===== config.mk =====
export PLATFORM = sky130hd
export DESIGN_NAME = eth_mac
export DESIGN_NICKNAME = d
export VERILOG_FILES = /design/src/source/eth_pkg.sv /design/src/source/eth_mac.sv /design/src/source/eth_rx.sv /design/src/source/eth_tx.sv /design/src/source/eth_regs.sv /design/src/source/eth_tick_gen.sv
export SDC_FILE = /design/constraint.sdc
export NUM_CORES = 1
export LEC_CHECK = 0
export BUFFER_PORTS_ARGS = -buffer_cell sky130_fd_sc_hd__clkbuf_2
export CAP_MARGIN = 0
export CORE_MARGIN = 1
export CORE_UTILIZATION = 60
export DETAILED_ROUTE_END_ITERATION = 12
export PLACE_DENSITY = 0.77
export SETUP_SLACK_MARGIN = 0.4
export SLEW_MARGIN = 20
export SYNTH_ARGS = -nofsm -noshare
export SYNTH_HDL_FRONTEND = slang
export SYNTH_SLANG_ARGS = --single-unit

===== constraint.sdc =====
create_clock -name clk_i -period 9.25 [get_ports clk_i]
set_input_delay 1.85 -clock clk_i [delete_from_list [all_inputs] [get_ports clk_i]]
set_output_delay 1.85 -clock clk_i [all_outputs]
set_load 0.03 [all_outputs]

===== src/source/eth_pkg.sv =====
`default_nettype none

package eth_pkg;

    typedef enum logic {
        SPEED_10  = 1'b0,
        SPEED_100 = 1'b1
    } eth_speed_t;

    typedef logic [3:0] reg_addr_t;

    localparam reg_addr_t REG_CTRL       = 4'd0;  // r/w, control view
    localparam reg_addr_t REG_TX_DESC    = 4'd1;  // r/w, descriptor view
    localparam reg_addr_t REG_TX_DEST_LO = 4'd2;  // r/w
    localparam reg_addr_t REG_TX_DATA    = 4'd3;  // write only, pushes one byte
    localparam reg_addr_t REG_STATUS     = 4'd4;  // read only
    localparam reg_addr_t REG_RX_SRC_LO  = 4'd5;  // read only
    localparam reg_addr_t REG_RX_SRC_HI  = 4'd6;  // read only
    localparam reg_addr_t REG_RX_DATA    = 4'd7;  // read only, pops one byte

    typedef struct packed {
        logic [26:0] reserved;
        logic        irq_enable;
        logic        ethernet_II;
        eth_speed_t  speed;
        logic        rx_enable;
        logic        tx_start;
    } ctrl_word_t;

    typedef struct packed {
        logic [15:0] dest_hi;  // destination bytes 0 and 1
        logic [15:0] length;
    } desc_word_t;

    typedef union packed {
        ctrl_word_t ctrl;
        desc_word_t desc;
    } reg_word_u;

    typedef logic [47:0] mac_addr_t;

    typedef struct packed {
        mac_addr_t   dest;
        logic [15:0] length;
        logic        ethernet_II;
        eth_speed_t  speed;
    } tx_frame_t;

    typedef struct packed {
        mac_addr_t   src;
        logic [15:0] len_type;
        logic [7:0]  count;  // payload bytes only
    } rx_frame_t;

    localparam logic [15:0] ETH_TYPE_IPV4  = 16'h0800;
    localparam logic [7:0]  ETH_SFD        = 8'hD5;
    localparam int          PREAMBLE_BYTES = 7;

endpackage : eth_pkg

`default_nettype wire

===== src/source/eth_mac.sv =====
`default_nettype none

module eth_mac #(
    parameter eth_pkg::mac_addr_t MAC_ADDRESS    = 48'h02_00_00_00_00_01,
    parameter int                 TX_BUFFER_SIZE = 16,
    parameter int                 RX_BUFFER_SIZE = 16
) (
    input  logic               clk_i,
    input  logic               rst_n_i,
    input  logic               req_i,
    input  logic               write_i,
    input  eth_pkg::reg_addr_t address_i,
    input  logic [31:0]        wdata_i,
    output logic               ack_o,
    output logic [31:0]        rdata_o,
    output logic               error_o,
    output logic               interrupt_o,
    input  logic [1:0]         rmii_rxd_i,
    input  logic               rmii_crsdv_i,
    input  logic               rmii_rxer_i,
    output logic [1:0]         rmii_txd_o,
    output logic               rmii_txen_o,
    output logic               rmii_refclk_o
);
    import eth_pkg::*;

    eth_speed_t speed;
    tx_frame_t tx_frame;
    rx_frame_t rx_info;
    logic tick, tx_start, tx_pop, tx_busy;
    logic rx_wr, rx_done, rx_err, rx_enable, rx_hold;
    logic [7:0] tx_byte, rx_byte;

    eth_tick_gen u_tick (
        .clk_i    ( clk_i         ),
        .rst_n_i  ( rst_n_i       ),
        .speed_i  ( speed         ),
        .tick_o   ( tick          ),
        .refclk_o ( rmii_refclk_o )
    );

    eth_regs #(
        .TX_BUFFER_SIZE ( TX_BUFFER_SIZE ),
        .RX_BUFFER_SIZE ( RX_BUFFER_SIZE )
    ) u_regs (
        .clk_i       ( clk_i       ),
        .rst_n_i     ( rst_n_i     ),
        .req_i       ( req_i       ),
        .write_i     ( write_i     ),
        .address_i   ( address_i   ),
        .wdata_i     ( wdata_i     ),
        .ack_o       ( ack_o       ),
        .rdata_o     ( rdata_o     ),
        .error_o     ( error_o     ),
        .interrupt_o ( interrupt_o ),
        .speed_o     ( speed       ),
        .tx_frame_o  ( tx_frame    ),
        .tx_start_o  ( tx_start    ),
        .tx_byte_o   ( tx_byte     ),
        .tx_pop_i    ( tx_pop      ),
        .tx_busy_i   ( tx_busy     ),
        .rx_wr_i     ( rx_wr       ),
        .rx_byte_i   ( rx_byte     ),
        .rx_done_i   ( rx_done     ),
        .rx_err_i    ( rx_err      ),
        .rx_info_i   ( rx_info     ),
        .rx_enable_o ( rx_enable   ),
        .rx_hold_o   ( rx_hold     )
    );

    eth_tx #(.MAC_ADDRESS(MAC_ADDRESS)) u_tx (
        .clk_i       ( clk_i       ),
        .rst_n_i     ( rst_n_i     ),
        .tick_i      ( tick        ),
        .start_i     ( tx_start    ),
        .frame_i     ( tx_frame    ),
        .byte_i      ( tx_byte     ),
        .pop_o       ( tx_pop      ),
        .busy_o      ( tx_busy     ),
        .rmii_txd_o  ( rmii_txd_o  ),
        .rmii_txen_o ( rmii_txen_o )
    );

    eth_rx #(.MAC_ADDRESS(MAC_ADDRESS)) u_rx (
        .clk_i        ( clk_i        ),
        .rst_n_i      ( rst_n_i      ),
        .tick_i       ( tick         ),
        .enable_i     ( rx_enable    ),
        .hold_i       ( rx_hold      ),
        .rmii_rxd_i   ( rmii_rxd_i   ),
        .rmii_crsdv_i ( rmii_crsdv_i ),
        .rmii_rxer_i  ( rmii_rxer_i  ),
        .wr_o         ( rx_wr        ),
        .byte_o       ( rx_byte      ),
        .done_o       ( rx_done      ),
        .err_o        ( rx_err       ),
        .info_o       ( rx_info      )
    );

endmodule : eth_mac

`default_nettype wire


===== src/source/eth_rx.sv =====
`default_nettype none

module eth_rx #(
    parameter eth_pkg::mac_addr_t MAC_ADDRESS = 48'h02_00_00_00_00_01
) (
    input  logic               clk_i,
    input  logic               rst_n_i,
    input  logic               tick_i,
    input  logic               enable_i,
    input  logic               hold_i,
    input  logic [1:0]         rmii_rxd_i,
    input  logic               rmii_crsdv_i,
    input  logic               rmii_rxer_i,
    output logic               wr_o,
    output logic [7:0]         byte_o,
    output logic               done_o,
    output logic               err_o,
    output eth_pkg::rx_frame_t info_o
);
    import eth_pkg::*;

    typedef enum logic [1:0] {
        IDLE, HUNT, RECV, DROP
    } rx_state_t;

    localparam logic [3:0] HDR_BYTES = 4'd14;

    rx_state_t state;
    logic [3:0] sync1, sync2;  // {rxer, crs_dv, rxd}
    logic [1:0] rxd;
    logic crs, rxer;
    logic [1:0] dibit_cnt;
    logic [3:0] byte_idx;  // saturates once the header is in
    logic [7:0] shift_q, new_byte, count_q;
    logic [63:0] hdr_q;  // source and length/type
    logic byte_end;

    assign {rxer, crs, rxd} = sync2;
    assign new_byte = {rxd, shift_q[7:2]};
    assign byte_end = tick_i && state == RECV && crs && !rxer && dibit_cnt == 2'd3;
    assign info_o   = {hdr_q, count_q};

    always_ff @(posedge clk_i) begin
        if (!rst_n_i) begin
            sync1 <= '0;
            sync2 <= '0;
        end else begin
            sync1 <= {rmii_rxer_i, rmii_crsdv_i, rmii_rxd_i};
            sync2 <= sync1;
        end
    end

    always_ff @(posedge clk_i) begin
        if (!rst_n_i) begin
            state     <= IDLE;
            dibit_cnt <= '0;
            byte_idx  <= '0;
            count_q   <= '0;
            wr_o      <= 1'b0;
            done_o    <= 1'b0;
            err_o     <= 1'b0;
        end else begin
            wr_o   <= 1'b0;
            done_o <= 1'b0;
            err_o  <= 1'b0;
            if (tick_i) begin
                case (state)
                    IDLE: if (crs) state <= (enable_i && !hold_i) ? HUNT : DROP;
                    HUNT: begin
                        if (!crs) begin
                            state <= IDLE;
                        end else if (rxd == 2'b11) begin  // last dibit of the SFD
                            state     <= RECV;
                            dibit_cnt <= '0;
                            byte_idx  <= '0;
                            count_q   <= '0;
                        end
                    end
                    RECV: begin
                        if (!crs) begin
                            done_o <= (byte_idx == HDR_BYTES);
                            err_o  <= (byte_idx != HDR_BYTES);  // runt header
                            state  <= IDLE;
                        end else if (rxer) begin
                            err_o <= 1'b1;
                            state <= DROP;
                        end else begin
                            dibit_cnt <= dibit_cnt + 2'd1;
                            if (dibit_cnt == 2'd3) begin
                                if (byte_idx != HDR_BYTES) begin
                                    byte_idx <= byte_idx + 4'd1;
                                end else begin
                                    wr_o    <= 1'b1;
                                    count_q <= count_q + 8'd1;
                                end
                                if (byte_idx == 4'd5 && {hdr_q[39:0], new_byte} != MAC_ADDRESS)
                                    state <= DROP;  // not for us
                            end
                        end
                    end
                    default: if (!crs) state <= IDLE;
                endcase
            end
        end
    end

    always_ff @(posedge clk_i) begin
        if (tick_i && state == RECV) shift_q <= new_byte;
        if (byte_end && byte_idx != HDR_BYTES) hdr_q <= {hdr_q[55:0], new_byte};
        if (byte_end) byte_o <= new_byte;
    end

endmodule : eth_rx

`default_nettype wire


===== src/source/eth_tx.sv =====
`default_nettype none

module eth_tx #(
    parameter eth_pkg::mac_addr_t MAC_ADDRESS = 48'h02_00_00_00_00_01
) (
    input  logic               clk_i,
    input  logic               rst_n_i,
    input  logic               tick_i,
    input  logic               start_i,
    input  eth_pkg::tx_frame_t frame_i,
    input  logic [7:0]         byte_i,
    output logic               pop_o,
    output logic               busy_o,
    output logic [1:0]         rmii_txd_o,
    output logic               rmii_txen_o
);
    import eth_pkg::*;

    typedef enum logic [2:0] {
        IDLE, PREAMBLE, SFD, DEST, SRC, LEN_TYPE, PAYLOAD
    } tx_state_t;

    tx_state_t state, next_state;
    tx_frame_t frame_q;
    logic [15:0] byte_cnt, last_idx, len_type;
    logic [1:0] dibit_cnt;
    logic [7:0] cur_byte;

    assign len_type = frame_q.ethernet_II ? ETH_TYPE_IPV4 : frame_q.length;
    assign busy_o   = (state != IDLE) || rmii_txen_o;  // txen still drops on a tick

    // byte on the wire and the last byte index of each field
    always_comb begin
        cur_byte   = 8'h00;
        last_idx   = '0;
        next_state = IDLE;
        case (state)
            PREAMBLE: begin
                cur_byte   = 8'h55;
                last_idx   = 16'(PREAMBLE_BYTES - 1);
                next_state = SFD;
            end
            SFD: begin
                cur_byte   = ETH_SFD;
                next_state = DEST;
            end
            DEST: begin
                cur_byte   = frame_q.dest[8*(3'd5 - byte_cnt[2:0]) +: 8];  // msb byte first
                last_idx   = 16'd5;
                next_state = SRC;
            end
            SRC: begin
                cur_byte   = MAC_ADDRESS[8*(3'd5 - byte_cnt[2:0]) +: 8];
                last_idx   = 16'd5;
                next_state = LEN_TYPE;
            end
            LEN_TYPE: begin
                cur_byte   = byte_cnt[0] ? len_type[7:0] : len_type[15:8];
                last_idx   = 16'd1;
                next_state = (frame_q.length == '0) ? IDLE : PAYLOAD;
            end
            PAYLOAD: begin
                cur_byte = byte_i;
                last_idx = frame_q.length - 16'd1;
            end
            default: cur_byte = 8'h00;
        endcase
    end

    always_ff @(posedge clk_i) begin
        if (!rst_n_i) begin
            state       <= IDLE;
            byte_cnt    <= '0;
            dibit_cnt   <= '0;
            pop_o       <= 1'b0;
            rmii_txd_o  <= '0;
            rmii_txen_o <= 1'b0;
        end else begin
            pop_o <= tick_i && state == PAYLOAD && dibit_cnt == 2'd3;
            if (state == IDLE) begin
                if (tick_i) begin
                    rmii_txen_o <= 1'b0;
                    rmii_txd_o  <= '0;
                end
                if (start_i) begin
                    state     <= PREAMBLE;
                    byte_cnt  <= '0;
                    dibit_cnt <= '0;
                end
            end else if (tick_i) begin
                rmii_txen_o <= 1'b1;
                rmii_txd_o  <= cur_byte[2*dibit_cnt +: 2];  // lsb dibit first
                dibit_cnt   <= dibit_cnt + 2'd1;
                if (dibit_cnt == 2'd3) begin
                    if (byte_cnt == last_idx) begin
                        byte_cnt <= '0;
                        state    <= next_state;
                    end else begin
                        byte_cnt <= byte_cnt + 16'd1;
                    end
                end
            end
        end
    end

    always_ff @(posedge clk_i) begin
        if (start_i && state == IDLE) frame_q <= frame_i;  // hold for the whole frame
    end

endmodule : eth_tx

`default_nettype wire


===== src/source/eth_regs.sv =====
`default_nettype none

module eth_regs #(
    parameter int TX_BUFFER_SIZE = 16,
    parameter int RX_BUFFER_SIZE = 16
) (
    input  logic                clk_i,
    input  logic                rst_n_i,
    input  logic                req_i,
    input  logic                write_i,
    input  eth_pkg::reg_addr_t  address_i,
    input  logic [31:0]         wdata_i,
    output logic                ack_o,
    output logic [31:0]         rdata_o,
    output logic                error_o,
    output logic                interrupt_o,
    output eth_pkg::eth_speed_t speed_o,
    output eth_pkg::tx_frame_t  tx_frame_o,
    output logic                tx_start_o,
    output logic [7:0]          tx_byte_o,
    input  logic                tx_pop_i,
    input  logic                tx_busy_i,
    input  logic                rx_wr_i,
    input  logic [7:0]          rx_byte_i,
    input  logic                rx_done_i,
    input  logic                rx_err_i,
    input  eth_pkg::rx_frame_t  rx_info_i,
    output logic                rx_enable_o,
    output logic                rx_hold_o
);
    import eth_pkg::*;

    localparam int TXW = $clog2(TX_BUFFER_SIZE);
    localparam int RXW = $clog2(RX_BUFFER_SIZE);

    logic [7:0] tx_mem [TX_BUFFER_SIZE];
    logic [7:0] rx_mem [RX_BUFFER_SIZE];
    logic [TXW:0] tx_wr_ptr, tx_rd_ptr;  // extra bit tells full from empty
    logic [RXW:0] rx_wr_ptr, rx_rd_ptr, rx_level;
    tx_frame_t frame_q;
    rx_frame_t info_q;
    logic rx_enable_q, irq_enable_q, frame_ready_q, rx_error_q, irq_q;
    reg_word_u wword, rword;
    logic access, acc_err, wr_ok, rd_ok, tx_idle;

    assign wword    = wdata_i;
    assign access   = req_i && !ack_o;  // one access per request
    assign wr_ok    = access && write_i && !acc_err;
    assign rd_ok    = access && !write_i && !acc_err;
    assign rx_level = rx_wr_ptr - rx_rd_ptr;
    assign tx_idle  = !tx_busy_i && !tx_start_o;

    always_comb begin
        rword   = '0;
        acc_err = 1'b0;
        case (address_i)
            REG_CTRL: begin
                rword.ctrl.rx_enable   = rx_enable_q;
                rword.ctrl.speed       = frame_q.speed;
                rword.ctrl.ethernet_II = frame_q.ethernet_II;
                rword.ctrl.irq_enable  = irq_enable_q;
            end
            REG_TX_DESC: begin
                rword.desc.dest_hi = frame_q.dest[47:32];
                rword.desc.length  = frame_q.length;
            end
            REG_TX_DEST_LO: rword = frame_q.dest[31:0];
            REG_TX_DATA:    acc_err = !write_i;
            REG_STATUS: begin
                rword   = {16'h0, info_q.count, 5'h0, rx_error_q, frame_ready_q, tx_idle};
                acc_err = write_i;
            end
            REG_RX_SRC_LO: begin
                rword   = info_q.src[31:0];
                acc_err = write_i;
            end
            REG_RX_SRC_HI: begin
                rword   = {info_q.src[47:32], info_q.len_type};
                acc_err = write_i;
            end
            REG_RX_DATA: begin
                rword   = {24'h0, rx_mem[rx_rd_ptr[RXW-1:0]]};
                acc_err = write_i;
            end
            default: acc_err = 1'b1;
        endcase
    end

    // four-phase slave, ack follows req by one cycle
    always_ff @(posedge clk_i) begin
        if (!rst_n_i) begin
            ack_o   <= 1'b0;
            error_o <= 1'b0;
            rdata_o <= '0;
        end else if (access) begin
            ack_o   <= 1'b1;
            error_o <= acc_err;
            rdata_o <= write_i ? 32'h0 : rword;
        end else if (!req_i) begin
            ack_o   <= 1'b0;
            error_o <= 1'b0;
        end
    end

    always_ff @(posedge clk_i) begin
        if (!rst_n_i) begin
            frame_q       <= '0;
            info_q        <= '0;
            rx_enable_q   <= 1'b0;
            irq_enable_q  <= 1'b0;
            frame_ready_q <= 1'b0;
            rx_error_q    <= 1'b0;
            irq_q         <= 1'b0;
            tx_start_o    <= 1'b0;
            tx_wr_ptr     <= '0;
            tx_rd_ptr     <= '0;
            rx_wr_ptr     <= '0;
            rx_rd_ptr     <= '0;
        end else begin
            tx_start_o <= 1'b0;
            if (wr_ok && address_i == REG_CTRL) begin
                tx_start_o          <= wword.ctrl.tx_start && !tx_busy_i && !tx_start_o;
                rx_enable_q         <= wword.ctrl.rx_enable;
                frame_q.speed       <= wword.ctrl.speed;
                frame_q.ethernet_II <= wword.ctrl.ethernet_II;
                irq_enable_q        <= wword.ctrl.irq_enable;
            end
            if (wr_ok && address_i == REG_TX_DESC) begin
                frame_q.dest[47:32] <= wword.desc.dest_hi;
                frame_q.length      <= wword.desc.length;
            end
            if (wr_ok && address_i == REG_TX_DEST_LO) frame_q.dest[31:0] <= wdata_i;
            if (wr_ok && address_i == REG_TX_DATA) tx_wr_ptr <= tx_wr_ptr + 1'b1;
            if (tx_pop_i) tx_rd_ptr <= tx_rd_ptr + 1'b1;

            if (rd_ok && address_i == REG_STATUS) begin
                irq_q      <= 1'b0;
                rx_error_q <= 1'b0;
            end
            if (rd_ok && address_i == REG_RX_DATA) begin
                if (rx_level != '0) rx_rd_ptr <= rx_rd_ptr + 1'b1;
                if (rx_level <= 1) frame_ready_q <= 1'b0;  // last byte read out
            end
            if (rx_err_i) begin
                rx_wr_ptr  <= rx_rd_ptr;  // drop the partial frame
                rx_error_q <= 1'b1;
            end else if (rx_wr_i) begin
                rx_wr_ptr <= rx_wr_ptr + 1'b1;
            end
            if (rx_done_i) begin
                frame_ready_q <= 1'b1;
                irq_q         <= 1'b1;
                info_q        <= rx_info_i;
            end
        end
    end

    always_ff @(posedge clk_i) begin
        if (wr_ok && address_i == REG_TX_DATA) tx_mem[tx_wr_ptr[TXW-1:0]] <= wdata_i[7:0];
        if (rx_wr_i) rx_mem[rx_wr_ptr[RXW-1:0]] <= rx_byte_i;
    end

    assign interrupt_o = irq_q && irq_enable_q;
    assign speed_o     = frame_q.speed;
    assign tx_frame_o  = frame_q;
    assign tx_byte_o   = tx_mem[tx_rd_ptr[TXW-1:0]];  // head of the TX buffer
    assign rx_enable_o = rx_enable_q;
    assign rx_hold_o   = frame_ready_q;

endmodule : eth_regs

`default_nettype wire


===== src/source/eth_tick_gen.sv =====
`default_nettype none

module eth_tick_gen (
    input  logic                clk_i,
    input  logic                rst_n_i,
    input  eth_pkg::eth_speed_t speed_i,
    output logic                tick_o,
    output logic                refclk_o
);
    import eth_pkg::*;

    logic [4:0] count;
    eth_speed_t speed_q;

    always_ff @(posedge clk_i) begin
        if (!rst_n_i) begin
            count    <= '0;
            refclk_o <= 1'b0;
            speed_q  <= SPEED_10;
        end else begin
            refclk_o <= !refclk_o;  // 50 MHz from the 100 MHz system clock
            speed_q  <= speed_i;
            if (speed_i != speed_q || count == 5'd19) begin
                count <= '0;  // restart the phase on a speed change
            end else begin
                count <= count + 5'd1;
            end
        end
    end

    assign tick_o = (speed_q == SPEED_100) ? count[0] : (count == 5'd19);

endmodule : eth_tick_gen

`default_nettype wire


== After elaboration in Yosys (flattened, before gate mapping) ==
Memories as Yosys holds them, arrays and structs flattened. A register that Yosys moved wholly into a read port is not among the register bits.
Cells that the tools add are included.

* Bits in registers: 402
* Bits in writable memories: 256
* Input port bits: 44
* Output and inout port bits: 39
* Memories kept: 2

* $add $sub $neg: 13
* Order comparisons: 1
* Eq/ne operators: 39
* Shift operators: 3
* Mux-type cells: 82
* Bitwise gates (word level): 5
* Reductions and logical operators: 67

{| class="wikitable"
|+ Memory list
! name !! words !! width !! rd ports !! clocked after memory_dff !! write ports !! line !! RTL
|-
| u_regs.rx_mem || 16 || 8 || 1 || 1 || 1 || eth_regs.sv:37 || <nowiki>logic [7:0] rx_mem [RX_BUFFER_SIZE];</nowiki>
|-
| u_regs.tx_mem || 16 || 8 || 1 || 1 || 1 || eth_regs.sv:36 || <nowiki>logic [7:0] tx_mem [TX_BUFFER_SIZE];</nowiki>
|}

{| class="wikitable"
|+ Operator list
! operator !! number
|-
| $pmux 27 s6 || 1
|-
| $mux 16 || 6
|-
| $pmux 16 s4 || 1
|-
| $mux 8 || 7
|-
| $ne 48x42->1 const B || 1
|-
| $pmux 8 s6 || 1
|-
| $shiftx 48x33->8 || 1
|-
| $shiftx 48x33->8 const A || 1
|-
| $mux 4 || 10
|-
| $mux 2 || 19
|-
| $mux 32 || 1
|-
| $pmux 4 s7 || 1
|-
| $add 5x1->5 const B || 5
|-
| $logic_and 1x1->1 || 25
|-
| $eq 4x3->1 const B || 5
|-
| $mux 1 || 20
|-
| $mux 3 || 6
|-
| $reduce_bool 2->1 || 9
|-
| $add 16x1->16 const B || 1
|-
| $eq 16x16->1 || 1
|-
| $logic_not 16->1 || 1
|-
| $pmux 8 s2 || 1
|-
| $reduce_and 8->1 || 2
|-
| $sub 16x1->16 const B || 1
|-
| 45 further kinds || 83
|}

== Depth between registers and ports, before layout ==
* Depth in word-level cells: 9
* Depth in mapped cells: 11
* Depth with buffers taken out: 11

== Cells and area by module ==
Synthesis repeated with hierarchy kept, for this count alone.

* Cell total of the unflattened synthesis: 2095
* Area, all modules: 27737.9 um^2

{| class="wikitable"
|+ By module, submodules not included
! module !! instances !! cells each !! area an instance (um^2) !! seq. area each (um^2)
|-
| eth_regs || 1 || 1391 || 18883.1 || 11771.3
|-
| eth_tx || 1 || 432 || 4744.6 || 2452.4
|-
| eth_rx || 1 || 242 || 3799.9 || 2882.8
|-
| eth_tick_gen || 1 || 30 || 310.3 || 140.1
|}

== Worst setup path after synthesis ==
Ideal clock, no wire load.

* Kind: register to register
* Start point: register u_tick.count[0]
* End point: register u_rx.hdr_q[0] (enable)
* Arrival: 4.147 ns
* Setup slack: 4.617 ns
* Cell stages (with the launch flop): 8
* Buffers on the path: 0
* Period minus slack after synthesis: 4.633 ns
* Cells stage by stage: dfxtp_1 > ha_1 > nand4bb_1 > o21ai_1 > nand2_1 > inv_1 > nand3_1 > nor2_1

* Word-level cells in the longest chain between the ends: 7

{| class="wikitable"
|+ Ends and longest elaborated chain
! what !! line !! RTL
|-
| start, declared || eth_tick_gen.sv:12 || <nowiki>logic [4:0] count;</nowiki>
|-
| start signal, assigned || eth_tick_gen.sv:26 || <nowiki>count <= count + 5'd1;</nowiki>
|-
| $eq 5x5->1 || eth_tick_gen.sv:31 || <nowiki>assign tick_o = (speed_q == SPEED_100) ? count[0] : (count == 5'd19);</nowiki>
|-
| $mux 1 (*) || eth_tick_gen.sv:31 ||
|-
| $logic_and 1x1->1 (*) (4 in series) || eth_rx.sv:40 || <nowiki>assign byte_end = tick_i && state == RECV && crs && !rxer && dibit_cnt == 2'd3;</nowiki>
|-
| $logic_and 1x1->1 (*) || eth_rx.sv:109 || <nowiki>if (byte_end && byte_idx != HDR_BYTES) hdr_q <= {hdr_q[55:0], new_byte};</nowiki>
|-
| end signal, assigned || eth_rx.sv:109 ||
|-
| end, declared || eth_rx.sv:35 || <nowiki>logic [63:0] hdr_q;</nowiki>
|}

Mark *: on every way between the ends. The rest lies on a longest branch, timed or not.
A chain may end at the register's enable or synchronous reset.

== Worst setup path in the final report ==
* Start point: register u_tx.frame_q[2] (netlist bit)
* End point: register u_tx.state[1]

* Word-level cells in the longest chain between the ends: 7
* Elaborated cells on any way between the ends: 12
* Those cells by class: add/sub (1); eq/ne (1); mux (7); reduce/logical (3)

{| class="wikitable"
|+ Ends and longest elaborated chain
! what !! line !! RTL
|-
| start, declared || eth_tx.sv:24 || <nowiki>tx_frame_t frame_q;</nowiki>
|-
| start signal, assigned || eth_tx.sv:107 || <nowiki>if (start_i && state == IDLE) frame_q <= frame_i;</nowiki>
|-
| branches (longest 7 deep; another with $sub 16x1->16) || n/a ||
|-
| end signal, assigned || eth_tx.sv:97 || <nowiki>state <= next_state;</nowiki>
|-
| end, declared || eth_tx.sv:23 || <nowiki>tx_state_t state, next_state;</nowiki>
|}

Several ways; the timed one is not identified. The select of a mux whose other input is x is not followed.

==> summary.txt <==
Layout
  • Layout area overhead: 11.54%
  • Fin nets: 2,136
  • Fill count: 2,982
  • Fraction of layout cells with a size suffix above 1: 15.89%
  • Multi-input logic area: 8700 um^2
  • FF+latch area: 17,250 um^2
  • Final Instance Count excl. Fillers: 2,701
  • Commonest non-fill, non-tap cell in the layout: edfxtp_1
  • Commonest non-fill, non-tap cells in the layout: edfxtp_1, dfxtp_1, nand2_1

Clock tree
  • TritonCTS Buffers: 66
  • CTS tree: yes
  • Clk slew on worst S/H paths: 60 ps
  • Post-CTS Setup Inserts: 0
  • Clk root buf: clkbuf_16
  • Hold_buf cts: 0
  • H-tree depth: 3
  • Clock Path Buffers: 3
  • Sink Count: 662
  • Clock latency on the worst-skew pair: 610 ps
  • Post-CTS sizing: 0

Yosys
  • Syn Std Cell Area: 26,520 um^2
  • Syn nets: 2,080
  • Synth cell types: 75
  • Post-synthesis sequential area ratio: 65.03%
  • Synthesized instance count: 2,006
  • Ys async rst share: 0%
  • Synth Register Bits: 662
  • Synth top area cells: edfxtp_1, dfxtp_1, mux4_2
  • Leading area contributor after synthesis: edfxtp_1
  • Ys flop type: edfxtp_1
  • Post-synthesis average cell area: 13.22 um^2
  • Synth warnings: 0
  • Number of flops mapped to enable cells by yosys: 399
  • Post-synth top area share: 45.17%

Setup path
  • CP cell instances: inv_1 > ha_1 > or4b_1 > or3_1 > a2111oi_0 > a22oi_1 > a211oi_1 > a31oi_2 > nor2_4 > a211oi_1
  • CP arrival: 4410 ps
  • Crit-path slowest cell: a211oi_1
  • Crit Path Max Fanout: 15
  • Max incr delay on CP: 540 ps
  • CP Data Required Time: 9720 ps
  • CP dominant cell by count: a211oi_1
  • CP Class: reg2reg
  • Critical path launch point type: flip-flop
  • Setup crit end kind: flip-flop

Place
  • Port-buffer cells: 82
  • DP HPWL: 41,690 um
  • Routability cong.: 0.8907
  • Inst Count DP: 2,579

Detailed routing
  • DR vias: 17,040
  • Remaining DRCs: 0
  • Detail Route Antenna Nets: 0
  • Vias per cell: 6.308
  • DRT Wirelength: 63,370 um
  • DR pass1 iterations: 9
  • Initial DRC count: 2,314
  • DR WL/cell: 23.46 um

Power
  • Pwr/cell area: 197.6 nW/um^2
  • Leakage: 9.456 nW
  • Peak supply drop: 0.1447 mV

Global route
  • GR Overflow Total: 0
  • Initial antenna violation count: 4
  • GRT Util Overall: 28.67%
  • Largest net degree at the start of global routing: 88
  • Vias in the first global route: 16,040
  • Global-route wire length before repair: 96,120 um

Timing
  • Worst slew pin tran: 1132 ps
  • Setup Skew: 23.12 ps
  • Final max-slew violation count: 0
  • Final setup fails: 0
  • Tcrit/Tclk final: 42.51%
  • Aggregate negative setup slack: 0 ps
  • Worst relative slew slack: 23.93%
  • Final Hold Violating Endpoints: 0
  • Unrepaired setup endpoints after global routing: no
  • Fin crit period: 3932 ps
  • Achievable Freq: 254.3 MHz

Die
  • Die Width: 212.3 um
  • Standard-cell rows: 76
  • Ports: 83
  • Core area: 43,360 um^2
  • Die area: 45,050 um^2
  • Chip height: 212.3 um
  • Starting Density: 61.17%

Run
  • Maxcap violations: 0

Worst hold path
  • Hold WC Path Type: reg2reg

Outcome
  • Outcome: finished clean
[kinds of logic (layout without fill, tap and decap cells)]
logic type | count (synthesis) | in the layout | synth area share [%]
flops | 662 | 662 | 65.02
other cells | 0 | 1 | 0
fa+ha+maj | 30 | 30 | 1.444
compound gates | 322 | 322 | 7.576
simple gates | 595 | 595 | 10.52
xor+xnor | 53 | 53 | 1.854
buf+inv | 155 | 264 | 2.316
mux | 189 | 189 | 11.27
[flip-flops by register name, indices dropped and copies added, names as in the netlist, 4 cells and up, named ones only]
register	cells
u_tick.count	5
u_regs.tx_wr_ptr	4
u_regs.rx_wr_ptr	5
u_regs.rdata_o	32
u_regs.info_q	72
u_rx.byte_o	8
u_rx.sync1	4
u_regs.tx_mem	128
u_rx.hdr_q	64
u_rx.byte_idx	4
u_tx.byte_cnt	16
u_tx.frame_q	65
u_rx.shift_q	6
u_regs.tx_frame_o	65
u_regs.rx_mem	128
u_rx.sync2	4
u_regs.tx_rd_ptr	4
u_regs.rx_rd_ptr	5
u_rx.count_q	8
[critical path, delay by kind of cell (launching register included)]
kind / cells / cell delay [ps]
AOI/OAI and AO/OA: 5 / 1600
and+or+nand+nor: 3 / 1350
DFF: 1 / 480
adders and majority gates: 1 / 260
buffers and inverters: 1 / 110
[path summary, 6_finish.rpt]
check,from,end,slack [ps],depth (start not counted)
max,u_tx.frame_q[2],u_tx.state[1],5320,10
min reg2reg,u_rx.sync1[1],u_rx.sync2[1],430,1
max reg2reg,u_tx.frame_q[2],u_tx.state[1],5320,10
min,u_rx.sync1[1],u_rx.sync2[1],430,1
[cell usage after synthesis, drive strengths merged (28+ instances only)]
cell type	instances
ha	29
mux2i	96
nand3	29
a22oi	53
xor2	28
mux4	87
nand2	200
inv	36
edfxtp	399
nor2	198
dfxtp	263
a21oi	166
nor3	39
clkbuf	100
[where the power goes]
group	total (mW)	leakage, nW	switching [mW]	internal, mW
clock network	2.65	1.05	1.12	1.54
registers	3.11	5.59	0.00628	3.11
logic	0.0800	2.82	0.0626	0.0173
[per-stage QoR]
stage                     instance area, um^2  power [mW]  worst slack (ps)  hold WS [ps]  utilization, %
after CTS                               29580       5.864              5307         436.1           68.21
after global routing                    29580       5.981              5223         457.3           68.22
after global placement                  27420       3.253              5038         409.4           63.23
after detailed placement                27420       3.256              4818         421.4           63.23
after floorplan                         26520       3.215              4617         411.9               -
final                                   29580       5.846              5318         434.3           68.22
[layout make-up]
| cell class | count | area share, % |
|---|---|---|
| Tap cell | 585 | 2.474 |
| Timing Repair Buffer | 107 | 2.022 |
| Antenna cell | 1 | 0.008459 |
| Multi-Input combinational cell | 1189 | 29.41 |
| Inverter | 36 | 0.4737 |
| Clock inverter | 22 | 0.6598 |
| Clock buffer | 99 | 6.632 |
| Sequential cell | 662 | 58.32 |
[per-layer routing]
| layer | routed length (um) | track usage (%) | vias to the layer above |
|---|---|---|---|
| met2 | 30100 | 45.05 | 793 |
| li1 | - | - | 7607 |
| met3 | 5843 | 5.421 | 126 |
| met4 | 1639 | 8.708 | 8 |
| met5 | 53 | 0 | - |
| met1 | 25740 | 40.84 | 8503 |
(Power assumes the default switching activity.)
